<file path="src/include/ialu_cfg.svh">
// --------------------
// Width and geometry constants for the pipelined ALU
// and its square-root stages
// --------------------

`ifndef IALU_CFG_SVH
`define IALU_CFG_SVH

// Datapath
`define IALU_XLEN           32      // Operand and result width
`define IALU_SHAMT_W        5       // Shift amount taken from op2

// Square root
`define IALU_ROOT_W         16      // Root of a 32-bit radicand
`define IALU_ROOT_STAGES    4       // Pipeline stages for the root
`define IALU_ROOT_BITS      4       // Root bits resolved in one stage

`endif // IALU_CFG_SVH

</file>
<file path="src/rtl/ialu_pkg.sv">
// --------------------
// ALU types: command encoding, compare flags,
// request word and pipeline flow word
// --------------------

`default_nettype none

`include "ialu_cfg.svh"

package ialu_pkg;

    // --------------------
    // Commands
    // --------------------
    typedef enum logic [3:0] {
        IALU_CMD_ADD  = 4'd0,
        IALU_CMD_SUB  = 4'd1,
        IALU_CMD_AND  = 4'd2,
        IALU_CMD_OR   = 4'd3,
        IALU_CMD_XOR  = 4'd4,
        IALU_CMD_SLT  = 4'd5,       // Signed less-than
        IALU_CMD_SLTU = 4'd6,       // Unsigned less-than
        IALU_CMD_EQ   = 4'd7,
        IALU_CMD_NE   = 4'd8,
        IALU_CMD_GE   = 4'd9,       // Signed greater-or-equal
        IALU_CMD_GEU  = 4'd10,      // Unsigned greater-or-equal
        IALU_CMD_SLL  = 4'd11,
        IALU_CMD_SRL  = 4'd12,
        IALU_CMD_SRA  = 4'd13,
        IALU_CMD_SQRT = 4'd14       // Floor of sqrt(op1)
    } ialu_cmd_e;

    // Flags of op1 - op2
    typedef struct packed {
        logic z;                    // Zero
        logic s;                    // Sign
        logic o;                    // Signed overflow
        logic c;                    // Borrow out
    } ialu_flags_s;

    // Operation as it enters the unit
    typedef struct packed {
        ialu_cmd_e              cmd;
        logic [`IALU_XLEN-1:0]  op1;
        logic [`IALU_XLEN-1:0]  op2;
    } ialu_req_s;

    // Word carried from stage to stage
    typedef struct packed {
        logic                    vd;        // Slot holds an operation
        logic                    is_root;   // Retire takes the root
        logic [`IALU_XLEN-1:0]   alu_res;   // Single-cycle result
        logic                    cmp;       // Compare outcome
        logic [`IALU_XLEN-1:0]   radicand;
        logic [`IALU_ROOT_W-1:0] root;      // Partial root, MSBs first
    } ialu_flow_s;

endpackage : ialu_pkg

`default_nettype wire

</file>
<file path="src/rtl/ialu_issue.sv">
// --------------------
// Issue stage: command decode, adder with flags,
// logic ops, shifter, compares, first flow register
// --------------------

`default_nettype none

`include "ialu_cfg.svh"

module ialu_issue (
    input  logic                clk,
    input  logic                rst_n,
    input  logic                in_vd,
    input  ialu_pkg::ialu_req_s in_req,
    output ialu_pkg::ialu_flow_s flow_o
);

    logic                      sum_sub;     // Subtract for all but ADD
    logic [`IALU_XLEN:0]       sum_res;     // Result with borrow/carry bit
    ialu_pkg::ialu_flags_s     flags;
    logic [`IALU_SHAMT_W-1:0]  shamt;
    logic [`IALU_XLEN-1:0]     alu_res;
    logic                      cmp;
    logic                      vd_q;
    ialu_pkg::ialu_flow_s      data_q;

    // --------------------
    // Adder and flags
    // --------------------
    always_comb begin
        sum_sub = (in_req.cmd != ialu_pkg::IALU_CMD_ADD);
        if (sum_sub) begin
            sum_res = {1'b0, in_req.op1} - {1'b0, in_req.op2};
        end else begin
            sum_res = {1'b0, in_req.op1} + {1'b0, in_req.op2};
        end

        flags.c = sum_res[`IALU_XLEN];                 // Set when op1 < op2 unsigned
        flags.z = ~|sum_res[`IALU_XLEN-1:0];
        flags.s = sum_res[`IALU_XLEN-1];
        flags.o = (~in_req.op1[`IALU_XLEN-1] &  in_req.op2[`IALU_XLEN-1] &  flags.s) |
                  ( in_req.op1[`IALU_XLEN-1] & ~in_req.op2[`IALU_XLEN-1] & ~flags.s);
    end

    assign shamt = in_req.op2[`IALU_SHAMT_W-1:0];

    // --------------------
    // Result select
    // --------------------
    always_comb begin
        alu_res = '0;
        cmp     = 1'b0;
        case (in_req.cmd)
            ialu_pkg::IALU_CMD_ADD,
            ialu_pkg::IALU_CMD_SUB:  alu_res = sum_res[`IALU_XLEN-1:0];
            ialu_pkg::IALU_CMD_AND:  alu_res = in_req.op1 & in_req.op2;
            ialu_pkg::IALU_CMD_OR:   alu_res = in_req.op1 | in_req.op2;
            ialu_pkg::IALU_CMD_XOR:  alu_res = in_req.op1 ^ in_req.op2;
            ialu_pkg::IALU_CMD_SLT:  cmp = flags.s ^ flags.o;
            ialu_pkg::IALU_CMD_SLTU: cmp = flags.c;
            ialu_pkg::IALU_CMD_EQ:   cmp = flags.z;
            ialu_pkg::IALU_CMD_NE:   cmp = ~flags.z;
            ialu_pkg::IALU_CMD_GE:   cmp = ~(flags.s ^ flags.o);
            ialu_pkg::IALU_CMD_GEU:  cmp = ~flags.c;
            ialu_pkg::IALU_CMD_SLL:  alu_res = in_req.op1 << shamt;
            ialu_pkg::IALU_CMD_SRL:  alu_res = in_req.op1 >> shamt;
            ialu_pkg::IALU_CMD_SRA:  alu_res = $signed(in_req.op1) >>> shamt;   // Sign fill
            default: begin
            end
        endcase

        // The six compares return their flag zero-extended
        if (cmp) begin
            alu_res = {{(`IALU_XLEN-1){1'b0}}, 1'b1};
        end
    end

    // --------------------
    // Flow word 0
    // --------------------
    always_ff @(posedge clk or negedge rst_n) begin
        if (!rst_n) begin
            vd_q <= 1'b0;
        end else begin
            vd_q <= in_vd;
        end
    end

    always_ff @(posedge clk) begin
        data_q.vd       <= in_vd;
        data_q.is_root  <= (in_req.cmd == ialu_pkg::IALU_CMD_SQRT);
        data_q.alu_res  <= alu_res;
        data_q.cmp      <= cmp;
        data_q.radicand <= in_req.op1;
        data_q.root     <= '0;                         // Root stages fill it in
    end

    always_comb begin
        flow_o    = data_q;
        flow_o.vd = vd_q;                              // Only the reset copy of vd leaves
    end

endmodule : ialu_issue

`default_nettype wire

</file>
<file path="src/rtl/isqrt_stage.sv">
// --------------------
// Square-root stage: resolves IALU_ROOT_BITS root bits
// and registers the flow word
// --------------------

`default_nettype none

`include "ialu_cfg.svh"

module isqrt_stage #(
    parameter int unsigned STAGE_IDX = 0       // 0 resolves the top bits
) (
    input  logic                 clk,
    input  logic                 rst_n,
    input  ialu_pkg::ialu_flow_s flow_i,
    output ialu_pkg::ialu_flow_s flow_o
);

    // Highest root bit handled here
    localparam int unsigned TOP_BIT = `IALU_ROOT_W - 1 - STAGE_IDX * `IALU_ROOT_BITS;

    logic [`IALU_ROOT_W-1:0] root_nxt;
    logic                    vd_q;
    ialu_pkg::ialu_flow_s    data_q;

    // --------------------
    // Bit resolution
    // --------------------
    // Each bit is tried in turn from the top and kept when the trial
    // root squared still fits under the radicand.
    always_comb begin : resolve
        logic [`IALU_ROOT_W-1:0]   trial;
        logic [2*`IALU_ROOT_W-1:0] square;

        root_nxt = flow_i.root;
        for (int i = 0; i < `IALU_ROOT_BITS; i++) begin
            trial  = root_nxt | (`IALU_ROOT_W'(1) << (TOP_BIT - i));
            square = trial * trial;                    // Full 32-bit product
            if (square <= flow_i.radicand) begin
                root_nxt = trial;                      // Keep the bit
            end
        end
    end

    // --------------------
    // Flow register
    // --------------------
    always_ff @(posedge clk or negedge rst_n) begin
        if (!rst_n) begin
            vd_q <= 1'b0;
        end else begin
            vd_q <= flow_i.vd;
        end
    end

    always_ff @(posedge clk) begin
        data_q      <= flow_i;                         // Other fields ride along
        data_q.root <= root_nxt;
    end

    always_comb begin
        flow_o    = data_q;
        flow_o.vd = vd_q;
    end

endmodule : isqrt_stage

`default_nettype wire

</file>
<file path="src/rtl/ialu_retire.sv">
// --------------------
// Retire stage: picks root or ALU result
// and registers the unit outputs
// --------------------

`default_nettype none

`include "ialu_cfg.svh"

module ialu_retire (
    input  logic                  clk,
    input  logic                  rst_n,
    input  ialu_pkg::ialu_flow_s  flow_i,
    output logic                  out_vd,
    output logic [`IALU_XLEN-1:0] out_res,
    output logic                  out_cmp
);

    logic [`IALU_XLEN-1:0] res_sel;

    // Root is zero-extended to the data width
    assign res_sel = flow_i.is_root ?
                     {{(`IALU_XLEN-`IALU_ROOT_W){1'b0}}, flow_i.root} :
                     flow_i.alu_res;

    always_ff @(posedge clk or negedge rst_n) begin
        if (!rst_n) begin
            out_vd  <= 1'b0;
            out_cmp <= 1'b0;
        end else begin
            out_vd  <= flow_i.vd;
            out_cmp <= flow_i.vd & flow_i.cmp;         // Low on bubbles
        end
    end

    always_ff @(posedge clk) begin
        out_res <= res_sel;
    end

endmodule : ialu_retire

`default_nettype wire

</file>
<file path="src/rtl/ialu_top.sv">
// --------------------
// Pipelined integer ALU: issue, square-root stages
// and retire, fixed 5-cycle latency
// --------------------

`default_nettype none

`include "ialu_cfg.svh"

module ialu_top (
    input  logic                  clk,
    input  logic                  rst_n,
    input  logic                  in_vd,      // One strobe per operation
    input  ialu_pkg::ialu_req_s   in_req,
    output logic                  out_vd,     // One strobe per result
    output logic [`IALU_XLEN-1:0] out_res,
    output logic                  out_cmp
);

    // Flow word i feeds root stage i, the last one feeds retire
    ialu_pkg::ialu_flow_s flow [0:`IALU_ROOT_STAGES];

    // --------------------
    // Issue
    // --------------------
    ialu_issue u_issue (
        .clk    (clk),
        .rst_n  (rst_n),
        .in_vd  (in_vd),
        .in_req (in_req),
        .flow_o (flow[0])
    );

    // --------------------
    // Root stages
    // --------------------
    for (genvar i = 0; i < `IALU_ROOT_STAGES; i++) begin : g_root
        isqrt_stage #(
            .STAGE_IDX (i)
        ) u_stage (
            .clk    (clk),
            .rst_n  (rst_n),
            .flow_i (flow[i]),
            .flow_o (flow[i+1])
        );
    end

    // --------------------
    // Retire
    // --------------------
    ialu_retire u_retire (
        .clk     (clk),
        .rst_n   (rst_n),
        .flow_i  (flow[`IALU_ROOT_STAGES]),
        .out_vd  (out_vd),
        .out_res (out_res),
        .out_cmp (out_cmp)
    );

endmodule : ialu_top

`default_nettype wire

</file>
<file path="config.mk">
export PLATFORM = sky130hd
export DESIGN_NAME = ialu_top
export DESIGN_NICKNAME = d
export VERILOG_FILES = /design/src/rtl/ialu_pkg.sv /design/src/rtl/ialu_issue.sv /design/src/rtl/isqrt_stage.sv /design/src/rtl/ialu_retire.sv /design/src/rtl/ialu_top.sv
export VERILOG_INCLUDE_DIRS = /design/src /design/src/include
export SDC_FILE = /design/constraint.sdc
export NUM_CORES = 2
export LEC_CHECK = 0
export ABC_AREA = 0
export BUFFER_PORTS_ARGS = -buffer_cell sky130_fd_sc_hd__buf_2
export CELL_PAD_IN_SITES_DETAIL_PLACEMENT = 1
export CELL_PAD_IN_SITES_GLOBAL_PLACEMENT = 2
export CORE_MARGIN = 1.5
export CORE_UTILIZATION = 46
export CTS_BUF_LIST = sky130_fd_sc_hd__clkbuf_4
export DETAILED_ROUTE_END_ITERATION = 7
export GPL_TIMING_DRIVEN = 0
export MAX_ROUTING_LAYER = met4
export PLACE_DENSITY_LB_ADDON = 0.1
export SYNTH_ARGS = -nofsm -noshare
export SYNTH_HDL_FRONTEND = slang
export SYNTH_SLANG_ARGS = --single-unit
export TNS_END_PERCENT = 1
</file>
<file path="constraint.sdc">
create_clock -name clk -period 71.2 [get_ports clk]
set_clock_uncertainty 0.2 [all_clocks]
set_input_delay 3.56 -clock clk [delete_from_list [all_inputs] [get_ports clk]]
set_output_delay 3.56 -clock clk [all_outputs]
set_load 0.02 [all_outputs]
</file>
==> metrics.md <==
| Metric | Value |
|---|---|
| First-pass GRT wire length | `approximately 270000 um` |
| Violated checks | `capacitance limit, slew limit` |
| Mapped Area | `50200 um^2` |
| Max_slew headroom | `-1.29%` |
| Placeable Area | `around 110000 um^2` |
| Final ANT Viol Nets | `0` |
| Hold crit path type | `register to register` |
| Initial core utilization | `between 40% and 50%` |
| CTS H-Tree Depth | `3` |
| Worst Path Max Fanout | `16` |
| Setup tns final | `0 ns` |
| CTS root buf | `clkbuf_4` |
| Grt total ovfl | `0` |
| Synth-to-layout area growth | `7.06%` |
| Critical path class | `register to register` |
| Die Footprint | `about 110000 um^2` |
| Resized cells post-CTS | `0` |
| Type of origin of the critical path | `register` |
| Final WL | `176000 um` |
| Commonest non-fill, non-tap cell in the layout | `inv_1` |
| Fin. max-slew vios | `17` |
| Num ports | `about 110` |
| CP endpoint kind | `register` |
| Clk sinks | `between 300 and 400` |
| Ratio of cells with drive above 1 in the final layout | `approximately 6%` |
| Post-synthesis cell type count | `93` |
| Detailed Place HPWL | `around 150000 um` |
| Status | `finished with violations` |
| Synthesized Nets | `approximately 7000` |
| Critical path data arrival time | `roughly 40 ns` |
| Yosys Warn Count | `0` |
| Min-delay src | `g_root[0].u_stage.flow_o[67]` |
| Vias in the first global route | `about 44000` |
| Post-CTS Setup Repair Bufs | `0` |
| Crit-path max cell delay | `~1.2 ns` |
| Sequential area share after synthesis | `15.1%` |
| GR Util All Layers | `33.3%` |
| Maximum clock frequency | `24.8 MHz` |
| Post-DR wirelength/cell | `24.7 um` |
| CTS Buf Count | `90` |
| Clk Latency, worst-skew pair | `0.86 ns` |
| Chip width | `about 330 um` |
| CTS tree | `built` |
| Design area | `between 50000 and 60000 um^2` |
| Unrepaired setup endpoints after global routing | `no` |
| Buffers on Ports | `a little over 100` |
| Crit path capture | `g_root[3].u_stage.flow_o[0]` |
| Asr flop ratio synth | `~1.9%` |
| Crit-path slowest cell | `clkbuf_1` |
| Max_cap viols | `2` |
| Vias per std cell | `about 5.5` |
| Yosys reg bits | `377` |
| Reg-to-Reg End | `g_root[3].u_stage.flow_o[0]` |
| Initial antenna violation count | `5` |
| Mapped Cells | `roughly 5500` |
| Tcrit/Tclk final | `a little under three fifths` |
| Via Count | `39700` |
| Minimum clock period after layout | `40.38 ns` |
| Avg Cell Area, Syn | `9.17 um^2` |
| Largest net degree at the start of global routing | `17` |
| Number of placement rows | `120` |
| Critical path launch point | `g_root[2].u_stage.flow_o[13]` |
| Number of remaining DRC errors | `0` |
| # setup viols final | `0` |
| Reg-to-Reg Start | `g_root[2].u_stage.flow_o[13]` |
| Top_reg_cell synth | `dfxtp_1` |
| Reg2reg path depth | `around 120` |
| Reg2Reg Setup Slack | `between 30 and 40 ns` |
| Final Wtd Congestion | `between 1 and 1.5` |
| Worst-case clock buffer depth | `3` |
| Placed Area | `~52000 um^2` |
| Die height | `between 300 and 400 um` |
| Most frequent cells in the layout | `inv_1, ha_1, fa_1` |
| Fin. Hold Viols | `0` |
| Clk slew on worst S/H paths | `roughly 0.070 ns` |
| Drt first pass iters | `5` |
| Iteration-0 DRC Markers | `roughly 2100` |
| Hold_buf cts | `0` |
| Worst EP required | `71.70 ns` |
| Number of flops mapped to enable cells by yosys | `0` |
| Nets@finish | `approximately 7300` |
| Cell with the most instances on the worst path | `fa_1` |
| Worst-Margin Slew | `between 1.5 and 2 ns` |
per-layer routing:
metal / wire length [um] / global-route usage (%) / up-vias
met5: 0 / - / -
met1: 76800 / 41.6 / 20000
li1: - / - / 18500
met2: 83400 / 54.6 / 950
met3: 8490 / 4.37 / 251
met4: 7690 / 13.0 / 0
flip-flops by register name, indices dropped and copies added (netlist names):
register,flops
g_root.u_stage.flow_o,272
g_root.u_stage.vd_q,4
u_issue.flow_o,66
u_issue.vd_q,1
u_retire.out_cmp,1
u_retire.out_res,32
u_retire.out_vd,1
critical path: cells and delay by family, from the launching register on:
family | cells | cell delay [ns]
AO/OA/AOI/OAI | 42 | 11.32
XOR/XNOR | 4 | 0.72
adder cells (fa/ha/maj) | 32 | 14.93
buffers and inverters | 23 | 6.96
flip-flops | 1 | 1.06
AND/OR/NAND/NOR | 23 | 4.89
per-stage QoR:
| step | worst slack, ns | hold slack [ns] | util (%) | instances |
|---|---|---|---|---|
| final | 30.82 | 0.104 | 49.9 | 7146 |
| after global routing | 29.41 | 0.0892 | 49.9 | 7143 |
| after CTS | 31.10 | 0.0915 | 49.9 | 7141 |
| after detailed placement | 31.26 | 0.113 | 48.7 | 6978 |
| after global placement | 31.61 | 0.110 | 48.7 | 6976 |
| after floorplan | 42.12 | 0.110 | - | 5470 |
layout make-up:
cell class | instances | area, um^2
diodes | 5 | 12.5
plain buffers | 122 | 488
clock buffers | 121 | 908
clock inverters | 42 | 305
fillers | 12600 | 54000
inverters | 1086 | 4080
multi-input cells | 3885 | 38000
flip-flops and latches | 377 | 7580
well taps | 1403 | 1760
repair buffers | 105 | 538
Yosys cell counts (28+ instances only):
master    instances  area [um^2]
mux2i_1          84          841
dfxtp_1         370         7410
fa_1            551        11000
nand2b_1         42          263
ha_1            997        12500
a21o_1          125          938
nand4_1          66          413
nand3_1          57          285
o211ai_1         47          353
nor2_1          315         1180
nor3_1           50          250
nand2_1         273         1020
inv_1          1077         4040
xor2_1           69          604
o21ai_0         247         1240
nor2b_1          61          382
clkbuf_1        101          379
o21a_1           28          210
xnor2_1         206         1800
a21oi_1         220         1100
cells by family after synthesis:
| group | share of synthesized area (%) |
|---|---|
| AO/OA/AOI/OAI | 12.0 |
| XOR/XNOR | 4.80 |
| adder cells (fa/ha/maj) | 46.9 |
| buffers and inverters | 9.10 |
| flip-flops | 15.1 |
| multiplexers | 2.55 |
| AND/OR/NAND/NOR | 9.60 |
worst min path at each step:
stage / cells past startpoint / slack, ns / to
6_report: 0 / 0.10 / g_root[1].u_stage.flow_o[67]
5_1_grt: 0 / 0.09 / g_root[1].u_stage.flow_o[64]
4_1_cts: 0 / 0.09 / g_root[1].u_stage.flow_o[75]
3_5_place_dp: 0 / 0.11 / g_root[1].u_stage.flow_o[52]
3_3_place_gp: 0 / 0.11 / g_root[3].u_stage.flow_o[72]
2_1_floorplan: 0 / 0.11 / g_root[0].u_stage.flow_o[48]
Power is left out: the tool's default activity adds up to more than one toggle a clock period on the data nets, which glitch-free logic cannot reach.
